## src/soc_pkg.sv

```systemverilog
package soc_pkg;

    // bus word and address are both 64 bits wide
    typedef logic [63:0] addr_t;
    typedef logic [63:0] data_t;

    // load codes, stores reuse 000 to 011
    typedef enum logic [2:0] {
        LS_B  = 3'b000,
        LS_H  = 3'b001,
        LS_W  = 3'b010,
        LS_D  = 3'b011,
        LS_BU = 3'b100,
        LS_HU = 3'b101,
        LS_WU = 3'b110
    } ls_type_e;

    // requester side, strobes are one-cycle pulses
    typedef struct packed {
        logic     read;
        logic     write;
        ls_type_e ls_type;
        addr_t    addr;
        data_t    wdata;
    } bus_req_t;

    // done flags sit high while idle
    typedef struct packed {
        data_t rdata;
        logic  read_done;
        logic  write_done;
    } bus_rsp_t;

    // one-hot, exactly one bit per decoded address
    typedef struct packed {
        logic ram;
        logic mtime;
        logic mtimecmp;
        logic plic;
        logic none;
    } target_sel_t;

    // interrupt controller register kinds
    typedef enum logic [2:0] {
        PREG_PRIORITY,
        PREG_PENDING,
        PREG_ENABLE0,
        PREG_ENABLE1,
        PREG_THRESHOLD0,
        PREG_THRESHOLD1,
        PREG_CLAIM0,
        PREG_CLAIM1
    } plic_reg_e;

    // address map
    localparam addr_t RAM_BASE        = 64'h0000_1000;
    localparam addr_t MTIME_ADDR      = 64'h0200_BFF8;
    localparam addr_t MTIMECMP_ADDR   = 64'h0200_4000;
    localparam addr_t PLIC_BASE       = 64'h0C00_0000;
    localparam addr_t PLIC_PENDING    = PLIC_BASE + 64'h1000;
    localparam addr_t PLIC_ENABLE0    = PLIC_BASE + 64'h2000;
    localparam addr_t PLIC_ENABLE1    = PLIC_ENABLE0 + 64'h80;
    localparam addr_t PLIC_THRESHOLD0 = PLIC_BASE + 64'h20_0000;
    localparam addr_t PLIC_CLAIM0     = PLIC_BASE + 64'h20_0004;
    localparam addr_t PLIC_THRESHOLD1 = PLIC_THRESHOLD0 + 64'h1000;
    localparam addr_t PLIC_CLAIM1     = PLIC_CLAIM0 + 64'h1000;

    // interrupt sources 1..NUM_SOURCES, id 0 means none
    localparam int NUM_SOURCES = 5;
    typedef logic [2:0] prio_t;
    // bit n-1 holds source n
    typedef logic [NUM_SOURCES-1:0] src_vec_t;

    localparam data_t MTIMECMP_RESET = 64'h8000_0000;

endpackage

```

## src/plic_lite.sv

```systemverilog
`timescale 1ns/100ps

module plic_lite (
    input  logic                CLOCK_50,
    input  logic                KEY0,
    input  logic                start,
    input  soc_pkg::bus_req_t   req,
    input  soc_pkg::plic_reg_e  reg_kind,
    input  logic [2:0]          src_id,
    input  soc_pkg::src_vec_t   irq_src,
    output logic                ack,
    output soc_pkg::data_t      rdata,
    output logic                meip,
    output logic                seip
);
    import soc_pkg::*;

    prio_t      prio_q [NUM_SOURCES];
    src_vec_t   pending_q;
    src_vec_t   irq_q;
    src_vec_t   enable_q [2];
    prio_t      threshold_q [2];
    logic [2:0] claim_id [2];
    src_vec_t   claim_clr;
    logic       id_ok;

    // id 0 and ids past the last source have no priority register
    assign id_ok = src_id != 3'd0 && src_id <= 3'(NUM_SOURCES);

    // ctx 0 machine, ctx 1 supervisor
    assign meip = claim_id[0] != 3'd0;
    assign seip = claim_id[1] != 3'd0;

    // strictly above threshold, ties to the lowest id
    always_comb begin
        prio_t best;
        for (int c = 0; c < 2; c++) begin
            best        = threshold_q[c];
            claim_id[c] = 3'd0;
            for (int n = 0; n < NUM_SOURCES; n++) begin
                if (pending_q[n] && enable_q[c][n] && prio_q[n] > best) begin
                    best        = prio_q[n];
                    claim_id[c] = 3'(n + 1);
                end
            end
        end
    end

    // a claim read drops the pending bit of the id it returns
    always_comb begin
        claim_clr = '0;
        if (start && req.read) begin
            if (reg_kind == PREG_CLAIM0 && claim_id[0] != 3'd0) begin
                claim_clr[claim_id[0] - 3'd1] = 1'b1;
            end
            if (reg_kind == PREG_CLAIM1 && claim_id[1] != 3'd0) begin
                claim_clr[claim_id[1] - 3'd1] = 1'b1;
            end
        end
    end

    always_ff @(posedge CLOCK_50 or negedge KEY0) begin
        if (!KEY0) begin
            pending_q <= '0;
            irq_q     <= '0;
            ack       <= 1'b0;
            for (int n = 0; n < NUM_SOURCES; n++) begin
                prio_q[n] <= '0;
            end
            for (int c = 0; c < 2; c++) begin
                enable_q[c]    <= '0;
                threshold_q[c] <= '0;
            end
        end else begin
            irq_q <= irq_src;
            ack   <= start;
            // new edge wins over a claim in the same cycle
            pending_q <= (pending_q & ~claim_clr) | (irq_src & ~irq_q);
            // claim and pending writes only complete
            if (start && req.write) begin
                case (reg_kind)
                    PREG_PRIORITY: begin
                        if (id_ok) prio_q[src_id - 3'd1] <= req.wdata[2:0];
                    end
                    PREG_ENABLE0:    enable_q[0]    <= req.wdata[NUM_SOURCES:1];
                    PREG_ENABLE1:    enable_q[1]    <= req.wdata[NUM_SOURCES:1];
                    PREG_THRESHOLD0: threshold_q[0] <= req.wdata[2:0];
                    PREG_THRESHOLD1: threshold_q[1] <= req.wdata[2:0];
                    default: ;
                endcase
            end
        end
    end

    // bitmaps on the bus put source n at bit n, bit 0 reads zero
    always_ff @(posedge CLOCK_50) begin
        if (start && req.read) begin
            case (reg_kind)
                PREG_PRIORITY:   rdata <= id_ok ? data_t'(prio_q[src_id - 3'd1]) : '0;
                PREG_PENDING:    rdata <= data_t'({pending_q, 1'b0});
                PREG_ENABLE0:    rdata <= data_t'({enable_q[0], 1'b0});
                PREG_ENABLE1:    rdata <= data_t'({enable_q[1], 1'b0});
                PREG_THRESHOLD0: rdata <= data_t'(threshold_q[0]);
                PREG_THRESHOLD1: rdata <= data_t'(threshold_q[1]);
                PREG_CLAIM0:     rdata <= data_t'(claim_id[0]);
                default:         rdata <= data_t'(claim_id[1]);
            endcase
        end
    end

endmodule

```

## config.mk

```make
export PLATFORM = sky130hd
export DESIGN_NAME = plic_lite
export DESIGN_NICKNAME = d
export VERILOG_FILES = /design/src/soc_pkg.sv /design/src/plic_lite.sv
export SDC_FILE = /design/constraint.sdc
export NUM_CORES = 1
export LEC_CHECK = 0
export ABC_AREA = 1
export ABC_CLOCK_PERIOD_IN_PS = 5200
export BUFFER_PORTS_ARGS = -buffer_cell sky130_fd_sc_hd__buf_2
export CORE_MARGIN = 8
export CORE_UTILIZATION = 41
export DETAILED_ROUTE_END_ITERATION = 16
export GPL_TIMING_DRIVEN = 0
export HOLD_SLACK_MARGIN = 0.12
export PLACE_DENSITY = 0.78
export REMOVE_ABC_BUFFERS = 1
export SLEW_MARGIN = 20
export SYNTH_ARGS = -nofsm -noshare
export SYNTH_HDL_FRONTEND = slang
export SYNTH_SLANG_ARGS = --single-unit
```

## constraint.sdc

```tcl
create_clock -name CLOCK_50 -period 5.2 [get_ports CLOCK_50]
set_input_delay 0.52 -clock CLOCK_50 [delete_from_list [all_inputs] [get_ports CLOCK_50]]
set_output_delay 0.52 -clock CLOCK_50 [all_outputs]
set_load 0.01 [all_outputs]
```

; ---- After elaboration in Yosys (flattened, before gate mapping)
; Cells that the tools add are included.
[totals]
register_bits = 106
word_cells = 118
[op_classes]
n_reduce_logical = 37
order_cmp = 17
n_mux = 34
n_eq_ne = 7
add_sub_neg = 3
bitwise_logic = 7
[op_table]
columns = op, count
row1 = $mux 3, 19
row2 = $pmux 6 s7, 1
row3 = $gt 3x3->1, 10
row4 = $logic_and 1x1->1, 28
row5 = $mux 5, 4
row6 = $bwmux 15, 1
row7 = $eq 3x3->1 const B, 4
row8 = $and 5x5->5, 2
row9 = $not 5->5, 2
row10 = $or 5x5->5, 2
row11 = $bmux 3 s3, 1
row12 = $demux 3 s3, 1
row13 = $reduce_bool 3->1, 3
row14 = $sub 3x1->3 const B, 3
row15 = $lt 3x4->1 const B, 2
row16 = $reduce_and 2->1, 4
row17 = $demux 1 s3, 2
row18 = $eq 3x2->1 const B, 2
row19 = $ge 3x1->1 const B, 2
row20 = $ge 4x4->1 const B, 1
row21 = $lt 4x1->1 const B, 1
row22 = $mux 1, 4
row23 = $not 3->4, 1
row24 = $eq 3x1->1 const B, 1
row25 = 4 further kinds, 4

; ---- Longest topological paths before layout
; Gate-level depths: netlist of run 1.
[logic_depth]
word_depth = 28
ltp_mapped = 49
depth_no_buf = 49

; ---- Worst setup path before layout of run 1
; No wires, ideal clock.
[synth_timing]
path_type = reg2reg
startpoint = reg prio_q[14] (netlist name)
endpoint = reg pending_q[0]
n_path_buf = 0
setup_time_ns = 0.117
path_stages_with_launch = 46
arrival_ns = 5.607
setup_slack_ns = -0.524
required_time_ns = 5.083
synth_period_minus_slack_ns = 5.724
path_cell_list = dfrtp_1 ha_1 a21oi_1 nand2_2 nand2_4 o21ai_0 ha_1 inv_1 o21bai_1 inv_1 nand2_2 nand2_4 o21ai_0 ha_1 inv_1 o21bai_1 inv_1 nand2_2 [10 not listed] ha_1 nand2_1 o21ai_0 nand4_1 inv_1 a31oi_1 nand2_4 nand2_4 ha_1 ha_1 inv_1 nand2_1 nor3_1 nand3_1 nand2_1 nand2_1 nand2_1 nand2_1
[synth_rtl]
columns = element, line_no
row1 = from (decl), plic_lite.sv:18  ; prio_t prio_q [NUM_SOURCES];
row2 = "from (signal, indexed assignment)", plic_lite.sv:83  ; if (id_ok) prio_q[src_id - 3'd1] <= req.wdata[2:0];
row3 = $gt 3x3->1, plic_lite.sv:41  ; if (pending_q[n] && enable_q[c][n] && prio_q[n] > best) begin
row4 = $logic_and 1x1->1, plic_lite.sv:41
row5 = $mux 3, plic_lite.sv:41
row6 = $gt 3x3->1, plic_lite.sv:41
row7 = $logic_and 1x1->1, plic_lite.sv:41
row8 = $mux 3, plic_lite.sv:41
row9 = $gt 3x3->1, plic_lite.sv:41
row10 = $logic_and 1x1->1, plic_lite.sv:41
row11 = [7 not listed], -
row12 = $reduce_bool 3->1 (*), -
row13 = net seip, plic_lite.sv:14  ; output logic seip
row14 = $logic_and 1x1->1 (*), plic_lite.sv:56  ; if (reg_kind == PREG_CLAIM1 && claim_id[1] != 3'd0) begin
row15 = $mux 5 (*), plic_lite.sv:56
row16 = $mux 5 (*), plic_lite.sv:52  ; if (start && req.read) begin
row17 = $not 5->5 (*), plic_lite.sv:78  ; pending_q <= (pending_q & ~claim_clr) | (irq_src & ~irq_q);
row18 = $and 5x5->5 (*), plic_lite.sv:78
row19 = $or 5x5->5 (*), plic_lite.sv:78
row20 = to (signal assigned), plic_lite.sv:78
row21 = to (decl), plic_lite.sv:19  ; src_vec_t pending_q;
; The timed path passes the listed nets; every way through them passes the cells marked *. The select of a mux whose other input is x is not followed.
; A chain may end at the register's enable or synchronous reset.

; ---- Worst setup path after layout of run 1
[layout_timing]
startpoint = reg prio_q[14] (netlist name)
endpoint = reg pending_q[2]
[layout_via]
elab_chain_len = 28
[layout_lines]
columns = element, line_no
row1 = $gt 3x3->1, plic_lite.sv:41
row2 = $logic_and 1x1->1, plic_lite.sv:41
row3 = $mux 3, plic_lite.sv:41
row4 = $gt 3x3->1, plic_lite.sv:41
row5 = $logic_and 1x1->1, plic_lite.sv:41
row6 = $mux 3, plic_lite.sv:41
row7 = $gt 3x3->1, plic_lite.sv:41
row8 = $logic_and 1x1->1, plic_lite.sv:41
row9 = [12 not listed], -
row10 = $mux 5, plic_lite.sv:53  ; if (reg_kind == PREG_CLAIM0 && claim_id[0] != 3'd0) begin
row11 = $mux 5, plic_lite.sv:52
row12 = $or 5x5->5 (no source line), -
row13 = $mux 5 (*), plic_lite.sv:56
row14 = $mux 5 (*), plic_lite.sv:52
row15 = $not 5->5 (*), plic_lite.sv:78
row16 = $and 5x5->5 (*), plic_lite.sv:78
row17 = $or 5x5->5 (*), plic_lite.sv:78
; Every way passes the cells marked *; elsewhere a longest branch is shown, timed or not. The select of a mux whose other input is x is not followed.

==> impl_results.md, run 1 <==
* Gpl congestion at between 0.9 and 1
* Final Cycle Share at 1.29
* Status: complete, but fails checks
* CP Class: register to register
* Initial antenna violation count at 0
* GRT Total Usage at 0.209
* Final Instance Area at 5220 µm²
* Sequential share of the synthesized area at 0.321
* Failing checks: setup timing
* Arrival time at the worst endpoint at 6.92 ns
* DRT Pass-1 Iters at 7
* Slowest stage delay, CP at roughly 0.46 ns
* Initial DRC count at 565
* Finished Layout Cells at approximately 750
* Via count at 4,395
* Post-DRT Antenna Nets at 0
* CTS clk-pin slew, worst paths at 0.10 ns
* Root buffer cell: clkbuf_8
* DRC errors left at 0
* Most frequent cells in the layout: nand2_1 (110), buf_4 (83), conb_1 (58)
* Ratio of cells with drive above 1 in the final layout at 0.369
* Die ar. at about 13,000 µm²
* IO Port Bufs at 30
* Max stage delay cell, worst path: dfrtp_2
* Final hold vios at 0
* Die W at ~110 µm
* CP max FO at 5
* Hold-fix buffers, CTS at 0
* Worst-Skew Late Latency at 0.33 ns
* Max Clk Rate at between 100 and 150 MHz
* Final setup viols at 10
* DR WL met2 at 6990 µm
* Slew headroom at 0.349
* PnR Total Power at 2.13 mW
* Crit path from: prio_q[14]
* Commonest non-fill, non-tap cell in the layout: nand2_1
* Placed cell count at 656
* Worst VDD drop at 0.167 mV
* Footprint of the multi-input gates at between 2000 and 3000 µm²
* Site Rows at 35
* Worst-Margin Slew at 0.976 ns
* Minimum clock period at 6.69 ns
* CP required at around 5.4 ns
* Post-route setup slack at -1.49 ns
* Pin count of the biggest net entering global routing at 43
* Max layer used: met4
* Cell variety after synth at 36
* Total grt overflow at 0
* Met3 wire length at 1820 µm
* Post-DR wirelength/cell at 20.5 µm
* Clock buffer depth at 2
* Mapped Area at around 3800 µm²
* Metal-1 WL at 5240 µm
* Core area at 9150 µm²
* Fill cells at 696
* Hold Crit Class: primary input to register
* Unrepaired setup endpoints after global routing: yes
* Initial Util at 0.420
* Post-DP HPWL at around 7700 µm
* CTS tree: done
* DR vias/cell at between 5 and 6
* Crit end category: register
* Worst Min Path Start: irq_src[2]
* Yosys warning count at 0
* Die height at 113 µm
* Count of pins over their slew limit at 0
* H-tree depth at 2
* Synth Register Bits at 48
* Mapped Avg Cell Area at 7.44 µm²
* CTS Sinks at 48
* Diodes inserted at 0
* PwrDens at 408 nW/µm²
* Register area at 1230 µm²
* Pleak at 2.65 nW
* Placed cell areas at 3910 µm²
* Critical R2R Launch: prio_q[14]
* Post-Route WL at 15,400 µm
* Io pins at ~210
* Skew final at 0.00714 ns
* Critical path startpoint category: register
* Crit path top cell by count: nand2_1
* Max_cap viols at 0
* CTS buffer count at 5
* NumNets Final at between 800 and 900
* Vias in the first global route at 4,281
* Synthesized instance count at 516
* Syn-to-layout area delta at 36.0%
* First-pass GRT wire length at roughly 21,000 µm
==> cell type report <==
type / instances / share of cell area
clock inverter: 2 / 0.00743
timing repair buffer: 119 / 0.167
multi-input combinational: 400 / 0.498
inverter: 67 / 0.0494
sequential: 48 / 0.236
tap: 111 / 0.0266
clock buffer: 6 / 0.0158
==> report_power, final <==
group	internal, mW	leakage (nW)	total [mW]	switching (mW)
registers	0.422	0.576	0.468	0.0465
logic	0.629	2.01	1.36	0.735
clock network	0.157	0.0614	0.297	0.140
total	1.21	2.65	2.13	0.921
==> path summary, 6_finish.rpt <==
kind	to	slack, ns	cells after the start
max	pending_q[2]	-1.49	46
min	irq_q[2]	0.31	1
max reg2reg	pending_q[2]	-1.49	46
min reg2reg	pending_q[3]	0.44	1
max in group asynchronous	prio_q[14]	4.19	1
min in group asynchronous	irq_q[4]	0.34	1
==> worst max-delay path: cells and delay by family, from the launching register on <==
kind,cells,cell delay (ns)
buffers and inverters,6,0.87
and+or+nand+nor,27,2.82
adders and majority gates,6,1.66
AOI/OAI and AO/OA,7,0.76
DFF,1,0.46
==> stage by stage <==
step	hold slack (ns)	utilization	setup TNS [ns]	setup slack, ns
finish	0.307	0.571	-11.98	-1.49
global route	0.299	0.571	-14.37	-1.70
CTS	0.321	0.542	-4.84	-0.814
detailed placement	0.437	0.427	-12.06	-1.49
global placement	0.419	0.427	-9.99	-1.22
floorplan	0.224	-	-3.03	-0.524
==> what timing repair did <==
| item | in CTS | in global routing |
|---|---|---|
| resized for setup | 98 | 32 |
| gates cloned | 0 | 0 |
| endpoints found under the setup margin | 10 | 10 |
| buffers inserted | 74 | 15 |
| pin swaps | 62 | 47 |
==> flip-flops by register name, summed over array words and instances (netlist names) <==
name and cells:
ack 1, prio_q 15, pending_q 5, irq_q 5, threshold_q 6, rdata 6
enable_q 10
==> metal layers <==
layer,vias to the layer above,GRT usage
li1,1846,-
met1,1978,0.234
met2,425,0.348
met3,146,0.0405
met4,0,0.151
met5,-,0
==> logic make-up after synthesis <==
family | share of synthesized area
flops | 0.321
buf+inv | 0.179
xor+xnor | 0.00228
simple gates | 0.257
fa+ha+maj | 0.101
other cells | 0.000976
compound gates | 0.139
==> cell usage after synthesis <==
| cell | number | area share |
|---|---|---|
| a2111oi_0 | 1 | 0.0023 |
| a211oi_1 | 1 | 0.0020 |
| a21oi_1 | 12 | 0.016 |
| a221oi_1 | 1 | 0.0023 |
| a22o_1 | 3 | 0.0068 |
| a2bb2oi_1 | 1 | 0.0023 |
| a31oi_1 | 3 | 0.0049 |
| buf_4 | 58 | 0.11 |
| clkinv_2 | 1 | 0.0013 |
| conb_1 | 1 | 0.00098 |
| dfrtp_1 | 42 | 0.27 |
| edfxtp_1 | 6 | 0.047 |
| ha_1 | 31 | 0.10 |
| inv_1 | 64 | 0.063 |
| inv_2 | 2 | 0.0020 |
| nand2_1 | 126 | 0.12 |
| nand2_2 | 10 | 0.016 |
| nand2_4 | 5 | 0.015 |
| nand3_1 | 29 | 0.038 |
| nand3_2 | 4 | 0.010 |
| nand3b_1 | 1 | 0.0020 |
| nand4_1 | 8 | 0.013 |
| nor2_1 | 15 | 0.015 |
| nor2_2 | 2 | 0.0033 |
| nor2_4 | 1 | 0.0029 |
| nor3_1 | 13 | 0.017 |
| o2111ai_1 | 1 | 0.0023 |
| o211ai_1 | 4 | 0.0078 |
| o21ai_0 | 52 | 0.068 |
| o21ai_1 | 8 | 0.010 |
| o21bai_1 | 2 | 0.0039 |
| o221ai_1 | 1 | 0.0023 |
| o22ai_1 | 4 | 0.0065 |
| o41ai_1 | 1 | 0.0023 |
| or2_2 | 1 | 0.0016 |
| xnor2_1 | 1 | 0.0023 |
(Power assumes the default switching activity.)
==> run 2, diff against run 1 <==
==> constraint.sdc (replaced) <==
create_clock -name CLOCK_50 -period 5.2 [get_ports CLOCK_50]
set_input_delay 0.52 -clock CLOCK_50 [delete_from_list [all_inputs] [get_ports CLOCK_50]]
set_output_delay 0.52 -clock CLOCK_50 [all_outputs]
set_load 0.02 [all_outputs]
==> run 2 against run 1 <==
Effect of this change: critical path type is now register to output pin; clock skew increased by 0.0043 ns; clock power decreased by 2%; highest routed layer unchanged; cell area decreased by 0.38%; the run still ends with setup timing left.
==> impl_results.md, run 2 (synthesized netlist as in run 1, its figures left out) <==
* Register area at 1230 µm² (unchanged)
* Root buffer cell: clkbuf_8 (unchanged)
* DRT Pass-1 Iters at 5 (was 7)
* Crit end category: output pin (was register)
* Via count at 4,259 (was 4,395)
* DRC errors left at 0 (unchanged)
* Die height at 113 µm (unchanged)
* CTS clk-pin slew, worst paths at 0.10 ns (about the same)
* Total grt overflow at 0 (unchanged)
* Most frequent cells in the layout: nand2_1 (107), buf_4 (76), conb_1 (58) (was nand2_1 (110), buf_4 (83), conb_1 (58))
* CP max FO at 5 (unchanged)
* Comb power frac at 0.640 (was 0.641)
* Hold_ws at 0.317 ns (was 0.307 ns)
* Max reg flops at 15 (unchanged)
* Io pins at 214 (unchanged)
* Die W at 113 µm (unchanged)
* Syn-to-layout area delta at 35.4% (was 36.0%)
* Placed cell count at 656 (unchanged)
* Switching Share at 0.441 (was 0.433)
* Final hold vios at 0 (unchanged)
* Post-DP HPWL at 7660 µm (unchanged)
* IO Port Bufs at 30 (unchanged)
* Sw Pwr at 0.931 mW (was 0.921 mW)
* Hold-fix buffers, CTS at 0 (unchanged)
* Crit path max-delay family: simple AND/OR/NAND/NOR gates (unchanged)
* Critical path startpoint category: register (unchanged)
* Vias in the first global route at 4,250 (was 4,281)
* Post-Route Utilization at 0.568 (was 0.571)
* WP buf/inv at 9 (was 6)
* Fill cells at 708 (was 696)
* Clock buffer depth at 2 (unchanged)
* PwrDens at 406 nW/µm² (was 408 nW/µm²)
* Finished Layout Cells at 744 (was 753)
* Worst-Margin Slew at 1.06 ns (was 0.976 ns)
* Final setup viols at 10 (unchanged)
* Gpl congestion at 0.924 (unchanged)
* First-pass GRT wire length at 20,700 µm (was 21,300 µm)
* Failing checks: setup timing (unchanged)
* Post-Route WL at 14,500 µm (was 15,400 µm)
* Diodes inserted at 0 (unchanged)
* NumNets Final at 810 (was 819)
* Status: complete, but fails checks (unchanged)
* Commonest non-fill, non-tap cell in the layout: nand2_1 (unchanged)
* Die ar. at 12,700 µm² (unchanged)
* Site Rows at 35 (unchanged)
* DR vias/cell at 5.72 (was 5.84)
* Initial DRC count at 506 (was 565)
* Post-route setup slack at -1.32 ns (was -1.49 ns)
* Minimum clock period at 6.52 ns (was 6.69 ns)
* Max stage delay cell, worst path: dfrtp_2 (unchanged)
* Max_cap viols at 0 (unchanged)
* CTS tree: done (unchanged)
* Max Clk Rate at 153 MHz (was 149 MHz)
* Unrepaired setup endpoints after global routing: yes (unchanged)
* Slowest stage delay, CP at 0.46 ns (about the same)
* Count of pins over their slew limit at 0 (unchanged)
* Slew headroom at 0.283 (was 0.349)
* Worst-Skew Late Latency at 0.31 ns (was 0.33 ns)
* Arrival time at the worst endpoint at 6.00 ns (was 6.92 ns)
* Post-DRT Antenna Nets at 0 (unchanged)
* Pleak at 2.63 nW (was 2.65 nW)
* CTS Sinks at 48 (unchanged)
* Crit path top cell by count: nand2_2 (was nand2_1)
* Flop pwr share at 0.221 (was 0.220)
* Pre-CTS setup slack at -1.49 ns (unchanged)
* H-tree depth at 2 (unchanged)
* CP required at 4.68 ns (was 5.43 ns)
* Hold Crit Class: primary input to register (unchanged)
* Clock power share at 0.138 (was 0.140)
* CTS buffer count at 5 (unchanged)
* Initial antenna violation count at 0 (unchanged)
* Skew final at 0.0114 ns (was 0.00714 ns)
* Core area at 9150 µm² (unchanged)
* Biggest regs: prio_q (15), enable_q (10) (unchanged)
* CP Class: register to output pin (was register to register)
* Post-DR wirelength/cell at 19.5 µm (was 20.5 µm)
* Footprint of the multi-input gates at 2670 µm² (was 2600 µm²)
* Ratio of cells with drive above 1 in the final layout at 0.371 (was 0.369)
* Int Pwr at 1.18 mW (was 1.21 mW)
* Worst VDD drop at 0.161 mV (was 0.167 mV)
* GRT Total Usage at 0.199 (was 0.209)
* Final Cycle Share at 1.25 (was 1.29)
* Reg with most FFs: prio_q (unchanged)
* Pin count of the biggest net entering global routing at 43 (unchanged)
* Initial Util at 0.420 (unchanged)
## run 2: layout make-up
type,instances,area share
clock inverters,2,0.00746
well taps,111,0.0267
clock buffers,6,0.0159
multi-input cells,400,0.512
flip-flops and latches,48,0.237
repair buffers,110,0.151
inverters,67,0.0493
## run 2: metrics by stage
stage	power (mW)	TNS (ns)	instance area, µm²
after CTS	1.79	-5.14	4860
after global routing	2.20	-13.87	5200
final	2.11	-10.16	5200
after detailed placement	1.11	-12.12	3910
after global placement	1.08	-10.06	3910
after floorplan	0.952	-3.52	3620
## run 2: layer usage
metal / track usage / routed length (µm) / vias up
met4: 0.147 / 913 / 0
met3: 0.0410 / 1430 / 102
li1: - / - / 1834
met2: 0.334 / 6960 / 370
met1: 0.221 / 5220 / 1953
met5: 0 / 0 / -
## run 2: power by group through the flow
stage / Clock [mW] / Combinational, mW / Sequential (mW)
global placement: 0 / 0.614 / 0.466
global route: 0.303 / 1.43 / 0.471
CTS: 0.289 / 1.04 / 0.461
floorplan: 0 / 0.493 / 0.459
detailed placement: 0 / 0.640 / 0.468
finish: 0.292 / 1.35 / 0.468
## run 2: worst paths after layout
kind / slack, ns / start / cells past startpoint / endpoint
worst max register to register: -1.21 / prio_q[14] / 47 / pending_q[0]
max in group asynchronous: 4.19 / KEY0 / 1 / prio_q[14]
worst min-delay path: 0.32 / irq_src[1] / 1 / irq_q[1]
min in group asynchronous: 0.35 / KEY0 / 1 / irq_q[4]
worst max-delay path: -1.32 / prio_q[14] / 40 / meip
worst min register to register: 0.44 / irq_q[3] / 1 / pending_q[3]
## run 2: timing repair
item,CTS,global route
setup buffers,67,13
hold endpoints to repair,0,0
pin swaps,59,59
gates resized for setup,89,55
setup endpoints to repair,10,10
